<file path="config.mk">
export PLATFORM = sky130hd
export DESIGN_NAME = ex_stage
export DESIGN_NICKNAME = d
export VERILOG_FILES = /design/src/rtl/ex_pkg.sv /design/src/rtl/ex_alu.sv /design/src/rtl/ex_store_align.sv /design/src/rtl/ex_mem_fsm.sv /design/src/rtl/ex_resp_timer.sv /design/src/rtl/ex_stage.sv
export SDC_FILE = /design/constraint.sdc
export NUM_CORES = 2
export LEC_CHECK = 0
export BUFFER_PORTS_ARGS = -buffer_cell sky130_fd_sc_hd__buf_2
export CAP_MARGIN = 30
export CELL_PAD_IN_SITES_DETAIL_PLACEMENT = 1
export CELL_PAD_IN_SITES_GLOBAL_PLACEMENT = 1
export CORE_UTILIZATION = 44
export CTS_BUF_LIST = sky130_fd_sc_hd__clkbuf_4 sky130_fd_sc_hd__clkbuf_8 sky130_fd_sc_hd__clkbuf_16
export CTS_CLUSTER_DIAMETER = 200
export DETAILED_ROUTE_END_ITERATION = 8
export GPL_TIMING_DRIVEN = 0
export PLACE_DENSITY = 0.85
export SLEW_MARGIN = 0
export SYNTH_ARGS = -nofsm -noshare
export SYNTH_HDL_FRONTEND = slang
export SYNTH_HIERARCHICAL = 1
export SYNTH_SLANG_ARGS = --single-unit
</file>
<file path="constraint.sdc">
create_clock -name i_clk -period 11.2 [get_ports i_clk]
set_clock_uncertainty 0.2 [all_clocks]
set_input_delay 0.56 -clock i_clk [delete_from_list [all_inputs] [get_ports i_clk]]
set_output_delay 0.56 -clock i_clk [all_outputs]
set_load 0.02 [all_outputs]
</file>
<file path="src/rtl/ex_pkg.sv">
// ex stage constants; alu and mem op codes must match the decoder, MEM_TIMEOUT must fit TIMER_WD
`default_nettype none

package ex_pkg;

  localparam int WORD_WD       = 64;
  localparam int PC_WD         = 64;
  localparam int GPR_ADDR_WD   = 5;
  localparam int CSR_ADDR_WD   = 12;
  localparam int SRAM_ADDR_WD  = 32;
  localparam int SRAM_WMASK_WD = 8;

  // alu ops
  localparam int ALU_OP_WD = 5;
  localparam logic [ALU_OP_WD-1:0] ALU_ADD   = 5'd0;
  localparam logic [ALU_OP_WD-1:0] ALU_SUB   = 5'd1;
  localparam logic [ALU_OP_WD-1:0] ALU_SLL   = 5'd2;
  localparam logic [ALU_OP_WD-1:0] ALU_SLT   = 5'd3;
  localparam logic [ALU_OP_WD-1:0] ALU_SLTU  = 5'd4;
  localparam logic [ALU_OP_WD-1:0] ALU_XOR   = 5'd5;
  localparam logic [ALU_OP_WD-1:0] ALU_SRL   = 5'd6;
  localparam logic [ALU_OP_WD-1:0] ALU_SRA   = 5'd7;
  localparam logic [ALU_OP_WD-1:0] ALU_OR    = 5'd8;
  localparam logic [ALU_OP_WD-1:0] ALU_AND   = 5'd9;
  localparam logic [ALU_OP_WD-1:0] ALU_PASS2 = 5'd10; // lui

  localparam int SRC2_SEL_WD = 2;
  localparam logic [SRC2_SEL_WD-1:0] SRC2_RS2  = 2'd0;
  localparam logic [SRC2_SEL_WD-1:0] SRC2_IMM  = 2'd1;
  localparam logic [SRC2_SEL_WD-1:0] SRC2_FOUR = 2'd2; // jal/jalr link

  // csr ops follow funct3[1:0]
  localparam int CSR_OP_WD = 3;
  localparam logic [CSR_OP_WD-1:0] CSR_RW = 3'd1;
  localparam logic [CSR_OP_WD-1:0] CSR_RS = 3'd2;
  localparam logic [CSR_OP_WD-1:0] CSR_RC = 3'd3;

  // load/store funct3
  localparam int MEM_OP_WD = 3;
  localparam logic [MEM_OP_WD-1:0] MEM_B  = 3'd0;
  localparam logic [MEM_OP_WD-1:0] MEM_H  = 3'd1;
  localparam logic [MEM_OP_WD-1:0] MEM_W  = 3'd2;
  localparam logic [MEM_OP_WD-1:0] MEM_D  = 3'd3;
  localparam logic [MEM_OP_WD-1:0] MEM_BU = 3'd4;
  localparam logic [MEM_OP_WD-1:0] MEM_HU = 3'd5;
  localparam logic [MEM_OP_WD-1:0] MEM_WU = 3'd6;

  localparam int TIMER_WD = 5;
  localparam logic [TIMER_WD-1:0] MEM_TIMEOUT = 5'd16; // cycles without response

  // sram access fsm
  localparam int ST_WD = 2;
  localparam logic [ST_WD-1:0] ST_IDLE = 2'd0;
  localparam logic [ST_WD-1:0] ST_REQ  = 2'd1;
  localparam logic [ST_WD-1:0] ST_WAIT = 2'd2;
  localparam logic [ST_WD-1:0] ST_DONE = 2'd3;

endpackage

`default_nettype wire

</file>
<file path="src/rtl/ex_alu.sv">
// combinational ALU and CSR rmw; word cut follows RV64 *W rules, unknown op codes give zero
`timescale 1ns/10ps
`default_nettype none

module ex_alu (
  input  wire  [ex_pkg::WORD_WD-1:0]     i_rs1data,
  input  wire  [ex_pkg::WORD_WD-1:0]     i_rs2data,
  input  wire  [ex_pkg::WORD_WD-1:0]     i_imm,
  input  wire  [ex_pkg::PC_WD-1:0]       i_pc,
  input  wire  [ex_pkg::WORD_WD-1:0]     i_csrrdata,
  input  wire                            i_src1_sel,
  input  wire  [ex_pkg::SRC2_SEL_WD-1:0] i_src2_sel,
  input  wire  [ex_pkg::ALU_OP_WD-1:0]   i_alu_op,
  input  wire                            i_word_cut,
  input  wire  [ex_pkg::CSR_OP_WD-1:0]   i_csr_op,
  output logic [ex_pkg::WORD_WD-1:0]     o_alu_result,
  output logic [ex_pkg::WORD_WD-1:0]     o_csr_result
);

  logic [ex_pkg::WORD_WD-1:0] src1;
  logic [ex_pkg::WORD_WD-1:0] src2;
  logic [5:0]                 shamt;
  logic [ex_pkg::WORD_WD-1:0] srl_in;
  logic [ex_pkg::WORD_WD-1:0] sra_in;
  logic [ex_pkg::WORD_WD-1:0] raw;

  assign src1 = i_src1_sel ? i_pc : i_rs1data; // pc for auipc and jal

  always_comb begin
    case (i_src2_sel)
      ex_pkg::SRC2_RS2:  src2 = i_rs2data;
      ex_pkg::SRC2_IMM:  src2 = i_imm;
      ex_pkg::SRC2_FOUR: src2 = 64'd4;
      default:           src2 = '0;
    endcase
  end

  // word shifts only see the low 32 bits of src1
  assign shamt  = i_word_cut ? {1'b0, src2[4:0]} : src2[5:0];
  assign srl_in = i_word_cut ? {32'b0, src1[31:0]} : src1;
  assign sra_in = i_word_cut ? {{32{src1[31]}}, src1[31:0]} : src1;

  always_comb begin
    case (i_alu_op)
      ex_pkg::ALU_ADD:   raw = src1 + src2;
      ex_pkg::ALU_SUB:   raw = src1 - src2;
      ex_pkg::ALU_SLL:   raw = src1 << shamt;
      ex_pkg::ALU_SLT:   raw = {63'b0, $signed(src1) < $signed(src2)};
      ex_pkg::ALU_SLTU:  raw = {63'b0, src1 < src2};
      ex_pkg::ALU_XOR:   raw = src1 ^ src2;
      ex_pkg::ALU_SRL:   raw = srl_in >> shamt;
      ex_pkg::ALU_SRA:   raw = $signed(sra_in) >>> shamt;
      ex_pkg::ALU_OR:    raw = src1 | src2;
      ex_pkg::ALU_AND:   raw = src1 & src2;
      ex_pkg::ALU_PASS2: raw = src2;
      default:           raw = '0;
    endcase
  end

  assign o_alu_result = i_word_cut ? {{32{raw[31]}}, raw[31:0]} : raw;

  always_comb begin
    case (i_csr_op)
      ex_pkg::CSR_RW: o_csr_result = i_rs1data;
      ex_pkg::CSR_RS: o_csr_result = i_csrrdata | i_rs1data;
      ex_pkg::CSR_RC: o_csr_result = i_csrrdata & ~i_rs1data;
      default:        o_csr_result = i_csrrdata; // csr left as it was
    endcase
  end

endmodule

`default_nettype wire

</file>
<file path="src/rtl/ex_store_align.sv">
// store lane alignment; misaligned stores are not detected and their mask is simply truncated
`timescale 1ns/10ps
`default_nettype none

module ex_store_align (
  input  wire  [ex_pkg::MEM_OP_WD-1:0]     i_mem_op,
  input  wire  [2:0]                       i_addr_low,
  input  wire  [ex_pkg::WORD_WD-1:0]       i_wdata,
  output logic [ex_pkg::SRAM_WMASK_WD-1:0] o_wmask,
  output logic [ex_pkg::WORD_WD-1:0]       o_wdata
);

  logic [ex_pkg::SRAM_WMASK_WD-1:0] base_mask;

  // size from funct3, unsigned variants only matter for loads
  always_comb begin
    case (i_mem_op)
      ex_pkg::MEM_B,
      ex_pkg::MEM_BU: base_mask = 8'h01;
      ex_pkg::MEM_H,
      ex_pkg::MEM_HU: base_mask = 8'h03;
      ex_pkg::MEM_W,
      ex_pkg::MEM_WU: base_mask = 8'h0f;
      ex_pkg::MEM_D:  base_mask = 8'hff;
      default:        base_mask = '0;
    endcase
  end

  assign o_wmask = base_mask << i_addr_low;
  assign o_wdata = i_wdata << {i_addr_low, 3'b000}; // byte offset to bit offset

endmodule

`default_nettype wire

</file>
<file path="src/rtl/ex_mem_fsm.sv">
// one data SRAM access per instruction; a response arriving after a timeout is not filtered
`timescale 1ns/10ps
`default_nettype none

module ex_mem_fsm (
  input  wire  i_clk,
  input  wire  i_arst_n,
  input  wire  i_es_valid,
  input  wire  i_mem_ren,
  input  wire  i_mem_wen,
  input  wire  i_ms_allowin,
  input  wire  i_leave,
  input  wire  i_addr_ok,
  input  wire  i_data_ok,
  input  wire  i_expired,
  output logic o_req,
  output logic o_done,
  output logic o_fault,
  output logic o_timer_run
);

  logic [ex_pkg::ST_WD-1:0] state;
  logic [ex_pkg::ST_WD-1:0] state_nxt;
  logic                     fault_q;
  logic                     issue;

  // loads wait for ms_allowin, stores go at once
  assign issue = i_es_valid & (i_mem_wen | (i_mem_ren & i_ms_allowin));

  always_comb begin
    state_nxt = state;
    case (state)
      ex_pkg::ST_IDLE: begin
        if (issue) begin
          state_nxt = i_addr_ok ? ex_pkg::ST_WAIT : ex_pkg::ST_REQ;
        end
      end
      ex_pkg::ST_REQ: begin
        if (i_addr_ok) begin
          state_nxt = ex_pkg::ST_WAIT;
        end else if (i_expired) begin
          state_nxt = ex_pkg::ST_DONE; // never granted
        end
      end
      ex_pkg::ST_WAIT: begin
        if (i_data_ok || i_expired) begin
          state_nxt = ex_pkg::ST_DONE;
        end
      end
      default: begin
        if (i_leave) begin
          state_nxt = ex_pkg::ST_IDLE;
        end
      end
    endcase
  end

  always_ff @(posedge i_clk or negedge i_arst_n) begin
    if (!i_arst_n) begin
      state   <= ex_pkg::ST_IDLE;
      fault_q <= 1'b0;
    end else begin
      state <= state_nxt;
      if (i_leave) begin
        fault_q <= 1'b0;
      end else if (state != ex_pkg::ST_DONE && state_nxt == ex_pkg::ST_DONE) begin
        fault_q <= ~i_data_ok; // ended by expiry
      end
    end
  end

  assign o_req       = (state == ex_pkg::ST_REQ) | ((state == ex_pkg::ST_IDLE) & issue);
  assign o_done      = (state == ex_pkg::ST_DONE);
  assign o_fault     = fault_q;
  assign o_timer_run = (state == ex_pkg::ST_REQ) | (state == ex_pkg::ST_WAIT);

endmodule

`default_nettype wire

</file>
<file path="src/rtl/ex_resp_timer.sv">
// response timer; saturates at MEM_TIMEOUT and clears in any cycle where run is low
`timescale 1ns/10ps
`default_nettype none

module ex_resp_timer (
  input  wire  i_clk,
  input  wire  i_arst_n,
  input  wire  i_run,
  output logic o_expired
);

  logic [ex_pkg::TIMER_WD-1:0] count;

  always_ff @(posedge i_clk or negedge i_arst_n) begin
    if (!i_arst_n) begin
      count <= '0;
    end else if (!i_run) begin
      count <= '0;
    end else if (count != ex_pkg::MEM_TIMEOUT) begin
      count <= count + 1'b1;
    end
  end

  assign o_expired = (count == ex_pkg::MEM_TIMEOUT);

endmodule

`default_nettype wire

</file>
<file path="src/rtl/ex_stage.sv">
// RV64 execute stage; decoder must keep mem_ren and mem_wen exclusive, only one SRAM access in flight
`timescale 1ns/10ps
`default_nettype none

module ex_stage (
  input  wire                              i_clk,
  input  wire                              i_arst_n,
  // from ds
  input  wire                              i_ds_to_es_valid,
  input  wire  [ex_pkg::WORD_WD-1:0]       i_ds_rs1data,
  input  wire  [ex_pkg::WORD_WD-1:0]       i_ds_rs2data,
  input  wire  [ex_pkg::WORD_WD-1:0]       i_ds_csrrdata,
  input  wire  [ex_pkg::WORD_WD-1:0]       i_ds_imm,
  input  wire  [ex_pkg::PC_WD-1:0]         i_ds_pc,
  input  wire                              i_ds_alu_src1_sel,
  input  wire  [ex_pkg::SRC2_SEL_WD-1:0]   i_ds_alu_src2_sel,
  input  wire                              i_ds_alu_word_cut,
  input  wire  [ex_pkg::ALU_OP_WD-1:0]     i_ds_alu_op,
  input  wire  [ex_pkg::GPR_ADDR_WD-1:0]   i_ds_rd,
  input  wire  [ex_pkg::CSR_ADDR_WD-1:0]   i_ds_csr,
  input  wire                              i_ds_gpr_wen,
  input  wire                              i_ds_csr_wen,
  input  wire                              i_ds_mem_ren,
  input  wire                              i_ds_mem_wen,
  input  wire  [ex_pkg::MEM_OP_WD-1:0]     i_ds_mem_op,
  input  wire  [ex_pkg::CSR_OP_WD-1:0]     i_ds_csr_op,
  input  wire                              i_ds_load,
  output logic                             o_es_allowin,
  // to ms
  input  wire                              i_ms_allowin,
  output logic                             o_es_to_ms_valid,
  output logic [ex_pkg::GPR_ADDR_WD-1:0]   o_es_rd,
  output logic                             o_es_gpr_wen,
  output logic [ex_pkg::CSR_ADDR_WD-1:0]   o_es_csr,
  output logic                             o_es_csr_wen,
  output logic                             o_es_mem_ren,
  output logic [ex_pkg::MEM_OP_WD-1:0]     o_es_mem_op,
  output logic [ex_pkg::WORD_WD-1:0]       o_es_alu_result,
  output logic [ex_pkg::WORD_WD-1:0]       o_es_csr_result,
  output logic                             o_es_fault,
  // data sram
  output logic                             o_data_sram_req,
  output logic                             o_data_sram_wr,
  output logic [ex_pkg::SRAM_ADDR_WD-1:0]  o_data_sram_addr,
  output logic [ex_pkg::SRAM_WMASK_WD-1:0] o_data_sram_wmask,
  output logic [ex_pkg::WORD_WD-1:0]       o_data_sram_wdata,
  input  wire                              i_data_sram_addr_ok,
  input  wire                              i_data_sram_data_ok,
  // forward and load stall to ds
  output logic                             o_es_fwd_valid,
  output logic [ex_pkg::GPR_ADDR_WD-1:0]   o_es_fwd_rd,
  output logic [ex_pkg::WORD_WD-1:0]       o_es_fwd_data,
  output logic                             o_es_load
);

  logic                            es_valid;
  logic                            es_ready_go;
  logic                            es_leave;
  logic                            mem_done;
  logic                            timer_run;
  logic                            timer_expired;
  // latched fields
  logic [ex_pkg::WORD_WD-1:0]      es_rs1data;
  logic [ex_pkg::WORD_WD-1:0]      es_rs2data;
  logic [ex_pkg::WORD_WD-1:0]      es_csrrdata;
  logic [ex_pkg::WORD_WD-1:0]      es_imm;
  logic [ex_pkg::PC_WD-1:0]        es_pc;
  logic                            es_alu_src1_sel;
  logic [ex_pkg::SRC2_SEL_WD-1:0]  es_alu_src2_sel;
  logic                            es_alu_word_cut;
  logic [ex_pkg::ALU_OP_WD-1:0]    es_alu_op;
  logic [ex_pkg::MEM_OP_WD-1:0]    es_mem_op;
  logic [ex_pkg::CSR_OP_WD-1:0]    es_csr_op;
  logic                            es_mem_wen;
  logic                            es_load;

  assign es_ready_go      = (o_es_mem_ren | es_mem_wen) ? mem_done : 1'b1;
  assign o_es_allowin     = !es_valid || (es_ready_go && i_ms_allowin);
  assign o_es_to_ms_valid = es_valid && es_ready_go;
  assign es_leave         = o_es_to_ms_valid && i_ms_allowin;

  always_ff @(posedge i_clk or negedge i_arst_n) begin
    if (!i_arst_n) begin
      es_valid     <= 1'b0;
      o_es_gpr_wen <= 1'b0;
      o_es_csr_wen <= 1'b0;
      o_es_mem_ren <= 1'b0;
      es_mem_wen   <= 1'b0;
      es_load      <= 1'b0;
    end else begin
      if (o_es_allowin) begin
        es_valid <= i_ds_to_es_valid;
      end
      if (i_ds_to_es_valid && o_es_allowin) begin // accept
        o_es_gpr_wen <= i_ds_gpr_wen;
        o_es_csr_wen <= i_ds_csr_wen;
        o_es_mem_ren <= i_ds_mem_ren;
        es_mem_wen   <= i_ds_mem_wen;
        es_load      <= i_ds_load;
      end
    end
  end

  always_ff @(posedge i_clk) begin
    if (i_ds_to_es_valid && o_es_allowin) begin
      es_rs1data      <= i_ds_rs1data;
      es_rs2data      <= i_ds_rs2data;
      es_csrrdata     <= i_ds_csrrdata;
      es_imm          <= i_ds_imm;
      es_pc           <= i_ds_pc;
      es_alu_src1_sel <= i_ds_alu_src1_sel;
      es_alu_src2_sel <= i_ds_alu_src2_sel;
      es_alu_word_cut <= i_ds_alu_word_cut;
      es_alu_op       <= i_ds_alu_op;
      o_es_rd         <= i_ds_rd;
      o_es_csr        <= i_ds_csr;
      es_mem_op       <= i_ds_mem_op;
      es_csr_op       <= i_ds_csr_op;
    end
  end

  assign o_es_mem_op    = es_mem_op;
  assign o_es_load      = es_valid & es_load;
  assign o_es_fwd_valid = es_valid & o_es_gpr_wen;
  assign o_es_fwd_rd    = o_es_rd;
  assign o_es_fwd_data  = o_es_alu_result;

  ex_alu u_alu (
    .i_rs1data    (es_rs1data),
    .i_rs2data    (es_rs2data),
    .i_imm        (es_imm),
    .i_pc         (es_pc),
    .i_csrrdata   (es_csrrdata),
    .i_src1_sel   (es_alu_src1_sel),
    .i_src2_sel   (es_alu_src2_sel),
    .i_alu_op     (es_alu_op),
    .i_word_cut   (es_alu_word_cut),
    .i_csr_op     (es_csr_op),
    .o_alu_result (o_es_alu_result),
    .o_csr_result (o_es_csr_result)
  );

  ex_store_align u_store_align (
    .i_mem_op   (es_mem_op),
    .i_addr_low (o_es_alu_result[2:0]), // rs1 + imm
    .i_wdata    (es_rs2data),
    .o_wmask    (o_data_sram_wmask),
    .o_wdata    (o_data_sram_wdata)
  );

  assign o_data_sram_wr   = es_mem_wen;
  assign o_data_sram_addr = o_es_alu_result[ex_pkg::SRAM_ADDR_WD-1:0];

  ex_mem_fsm u_mem_fsm (
    .i_clk        (i_clk),
    .i_arst_n     (i_arst_n),
    .i_es_valid   (es_valid),
    .i_mem_ren    (o_es_mem_ren),
    .i_mem_wen    (es_mem_wen),
    .i_ms_allowin (i_ms_allowin),
    .i_leave      (es_leave),
    .i_addr_ok    (i_data_sram_addr_ok),
    .i_data_ok    (i_data_sram_data_ok),
    .i_expired    (timer_expired),
    .o_req        (o_data_sram_req),
    .o_done       (mem_done),
    .o_fault      (o_es_fault),
    .o_timer_run  (timer_run)
  );

  ex_resp_timer u_resp_timer (
    .i_clk     (i_clk),
    .i_arst_n  (i_arst_n),
    .i_run     (timer_run),
    .o_expired (timer_expired)
  );

endmodule

`default_nettype wire

</file>
==> results.yml, run 1 <==
outcome:
  status: "did not finish"
  lastStage: "5_1_grt"
  error: "[ERROR GRT-0116] Global routing finished with congestion. Check the congestion regions in the DRC Viewer."
clock_tree:
  clockRootBuffer: "clkbuf_16"
  clockBufferDepth: 3
  clock_sinks: 366
  cts_buffers: 44
  htree_levels: 2
floorplan:
  initial_core_util_pct: 44.58
  die_x_um: 304.7
  pin_count: 694
  fp.dieH_um: 304.7
  rows: 110
global_routing:
  overflow: 55
  grt_start_max_net_pins: 139
  grt_first_pass_wirelength_mm: 492.9
  grt.total_usage_pct: 75.21
  grt_pass1_vias: 61150
logic_synthesis:
  synthSimpleGateAreaFrac_pct: 14.77
  synthXorXnorAreaFrac_pct: 0.6300
  async_flop_share_pct: 3.825
  synth_seq_cells: 366
  synthMuxAreaShare_pct: 16.76
  synth_nets: 5300
  synth_top_area_share_pct: 26.22
  synth_compound_area_share_pct: 26.28
  netlist_top_cells_area: "edfxtp_1, mux2i_1, ha_1"
  synthCells: 4732
  synth_adder_area_share_pct: 6.400
  synth.distinct_cells: 103
  avgSynthCellArea_um2: 8.519
  ys_warn_count: 6
  yosysSeqAreaShare_pct: 27.09
  synth_top_family_by_area: "compound AO/OA/AOI/OAI gates"
  ys.flop_type: "edfxtp_1"
  syn_area_um2: 40310
  synth_edf_count: 352
  yosysMostFrequentCell: "nor2_1"
  synth_area_leader_cell: "edfxtp_1"
  synth_common_cells: "nor2_1, a21oi_1, nand2_1"
place:
  post-dp-hpwl_mm: 237.2
  pre_cts_ws_ns: -0.1432
  port_buffers: 693
  gp_congestion: 1.405
  dp.cells: 6663
==> repair_timing <==
item,4_1_cts
endpoints found under the setup margin,76
gates resized for setup,3
endpoints found under the hold margin,372
setup buffers,0
hold buffers,359
==> routing by layer <==
metal | track usage (%) | overflow
met1 | 76.02 | 0
met2 | 91.94 | 22
met3 | 59.43 | 1
met4 | 71.65 | 32
met5 | 35.76 | 0
==> through the flow <==
step	hold WS [ns]	area (um2)
3_5_place_dp	0.2747	45930
2_1_floorplan	0.06441	40310
4_1_cts	0.04656	50920
3_3_place_gp	0.2726	45250
==> cell families after synthesis <==
family,count (synthesis)
AND/OR/NAND/NOR,1313
XOR/XNOR,29
AO/OA/AOI/OAI,1599
adder cells (fa/ha/maj),205
multiplexers,542
flip-flops,366
buffers and inverters,678
==> inputs of run 2 (changes only) <==
- CELL_PAD_IN_SITES_DETAIL_PLACEMENT: 1 -> default
- CELL_PAD_IN_SITES_GLOBAL_PLACEMENT: 1 -> default
- CORE_UTILIZATION: 44 -> 30
- CTS_BUF_LIST: sky130_fd_sc_hd__clkbuf_4 sky130_fd_sc_hd__clkbuf_8 sky130_fd_sc_hd__clkbuf_16 -> default
- CTS_CLUSTER_DIAMETER: 200 -> default
- PLACE_DENSITY: 0.85 -> default
- PLACE_DENSITY_LB_ADDON: default -> 0.15
==> run 2 against run 1 <==
Net effect: the flow now finishes, with violations (setup timing); synthesized cell count unchanged; synthesized area unchanged.
==> results.yml, run 2 <==
logic_synthesis:
  synth_edf_count: 352
  netlist_top_cells_area: "edfxtp_1, mux2i_1, ha_1"
  synth_top_area_share_pct: 26.22
  synth_seq_cells: 366
  synth_nets: 5300
  syn_area_um2: 40310
  synth_common_cells: "nor2_1, a21oi_1, nand2_1"
  yosysMostFrequentCell: "nor2_1"
  avgSynthCellArea_um2: 8.519
  synth.distinct_cells: 103
  synth_area_leader_cell: "edfxtp_1"
  ys.flop_type: "edfxtp_1"
  async_flop_share_pct: 3.825
  yosysSeqAreaShare_pct: 27.09
  ys_warn_count: 6
  synthCells: 4732
place:
  gp_congestion: 1.160
  dp.cells: 7342
  port_buffers: 693
  post-dp-hpwl_mm: 271.7
  pre_cts_ws_ns: -0.1394
sta:
  tns_ns: -0.02543
  rsz0062_at_grt: "no"
  setup_ws_ns: -0.02543
  hold_violations: 0
  fmax_mhz: 89.08
  fin_crit_sh_pct: 100.2
  relSlewSlack_pct: 18.66
  layout_min_cycle_time_ns: 11.23
  hold_slack_ns: 0.1598
  setup_viol: 1
  worst_pin_slew_ns: 1.220
  slew_violations: 0
global_routing:
  grt.total_usage_pct: 45.43
  antenna_found_initial: 41
  grt_first_pass_wirelength_mm: 418.9
  overflow: 0
  grt_pass1_vias: 46070
  grt_start_max_net_pins: 132
floorplan:
  pin_count: 694
  fp.dieH_um: 368.6
  rows: 134
  die_x_um: 368.6
  dieArea_um2: 135800
  core_area_um2: 133500
  initial_core_util_pct: 30.21
layout:
  nets: 6564
  layout_common_cells: "buf_2, nor2_1, a21oi_1"
  layout.cells.non_filler: 7816
  drive_above_1_share_pct: 24.18
  layout_commonest_cell: "buf_2"
  syn_to_final_growth_pct: 31.62
  utilization_pct: 39.76
  n_fill_cell: 13770
clock_tree:
  htree_levels: 2
  clkTransAtPathRegs_ns: 0.06
  clk_latency_ns: 0.65
  cts_setup_buffers: 0
  clock_sinks: 366
  clockBufferDepth: 3
  cts_tree: "done"
  cts_buffers: 44
  clockRootBuffer: "clkbuf_16"
detailed_routing:
  dr.pass1.iters: 6
  drt_iter0_markers: 8381
  viasPerCell: 6.397
  ant_nets: 0
  wire_per_inst_um: 41.11
  drcViolationCount: 0
  dr_total_vias: 50000
  wl_mm: 321.3
hold_path:
  min_path_type: "input port to flip-flop"
worst_setup_path:
  crit_path_end_kind: "primary output"
  crit_type: "flip-flop to primary output"
  worstPathRequired_ns: 10.44
  max_stage_delay_ns: 0.64
  crit_fanout: 10
  cp-start-kind: "flip-flop"
  worstPathArrival_ns: 10.47
  crit_slowest_cell: "o31ai_1"
run:
  max_cap_violations: 0
power:
  pwr_density_cell_nw_per_um2: 258.6
  p_leak_nw: 21.90
  peakVddDrop_mv: 0.2864
outcome:
  status: "finished with violations"
  violations: "setup timing"
## run 2: final timing paths
check / from / cells past startpoint / slack, ns / end
worst max-delay path: es_alu_src2_sel[0] / 32 / -0.03 / o_data_sram_wdata[34]
worst min-delay path: i_data_sram_addr_ok / 5 / 0.16 / u_mem_fsm/state[1]
worst max register to register: u_mem_fsm/state[0] / 5 / 8.12 / es_pc[46]
worst min register to register: o_es_csr_wen / 1 / 0.31 / o_es_csr_wen
max in group asynchronous: i_arst_n / 2 / 10.36 / u_resp_timer/count[2]
min in group asynchronous: i_arst_n / 2 / 0.19 / es_valid
## run 2: logic make-up after synthesis
| group | synth area share [%] |
|---|---|
| AOI/OAI and AO/OA | 26.28 |
| buffers and inverters | 8.066 |
| and+or+nand+nor | 14.77 |
| xor gates and xnor gates | 0.6300 |
| muxes | 16.76 |
| adders and majority gates | 6.400 |
| DFF | 27.09 |
## run 2: metrics by stage
stage | total power, mW | cell area, um2
floorplan | 7.233 | 40310
global placement | 11.52 | 45990
detailed placement | 11.56 | 47780
CTS | 13.17 | 52830
global route | 13.84 | 53020
finish | 13.72 | 53060
## run 2: worst max-delay path, delay by kind of cell (launching register included)
family,cells,cell delay [ns]
multiplexers,1,0.33
adder cells (fa/ha/maj),1,0.39
buffers and inverters,17,4.86
AO/OA/AOI/OAI,9,3.06
AND/OR/NAND/NOR,4,0.75
flip-flops,1,0.31
## run 2: per-layer routing
layer / global-route usage, % / part of all wire [%] / vias to the layer above
met5: 0 / 0.079 / -
met4: 28.45 / 7.6 / 18
met3: 13.03 / 12 / 684
met2: 62.02 / 39 / 3894
met1: 62.16 / 41 / 24960
li1: - / - / 20440
## run 2: power by group
group	internal, mW	total [mW]	switching, mW
registers	1.83	2.04	0.210
clock network	0.839	1.48	0.637
logic	2.93	10.2	7.27
## run 2: timing repair
item,CTS,global route
hold buffers,360,0
gates resized for setup,2,10
endpoints found under the setup margin,73,63
hold endpoints to repair,373,0
## run 2: cell type report
class | count | area, um2 | share of cell area [%]
timing repair buffer | 1220 | 8962 | 16.89
clock buffer | 49 | 1120 | 2.110
sequential | 366 | 10920 | 20.58
antenna | 18 | 45.04 | 0.08489
multi-input combinational | 3688 | 26220 | 49.41
buffer | 474 | 2499 | 4.709
clock inverter | 31 | 317.8 | 0.5989
inverter | 202 | 765.7 | 1.443
tap | 1768 | 2212 | 4.169
(Power assumes the default switching activity.)
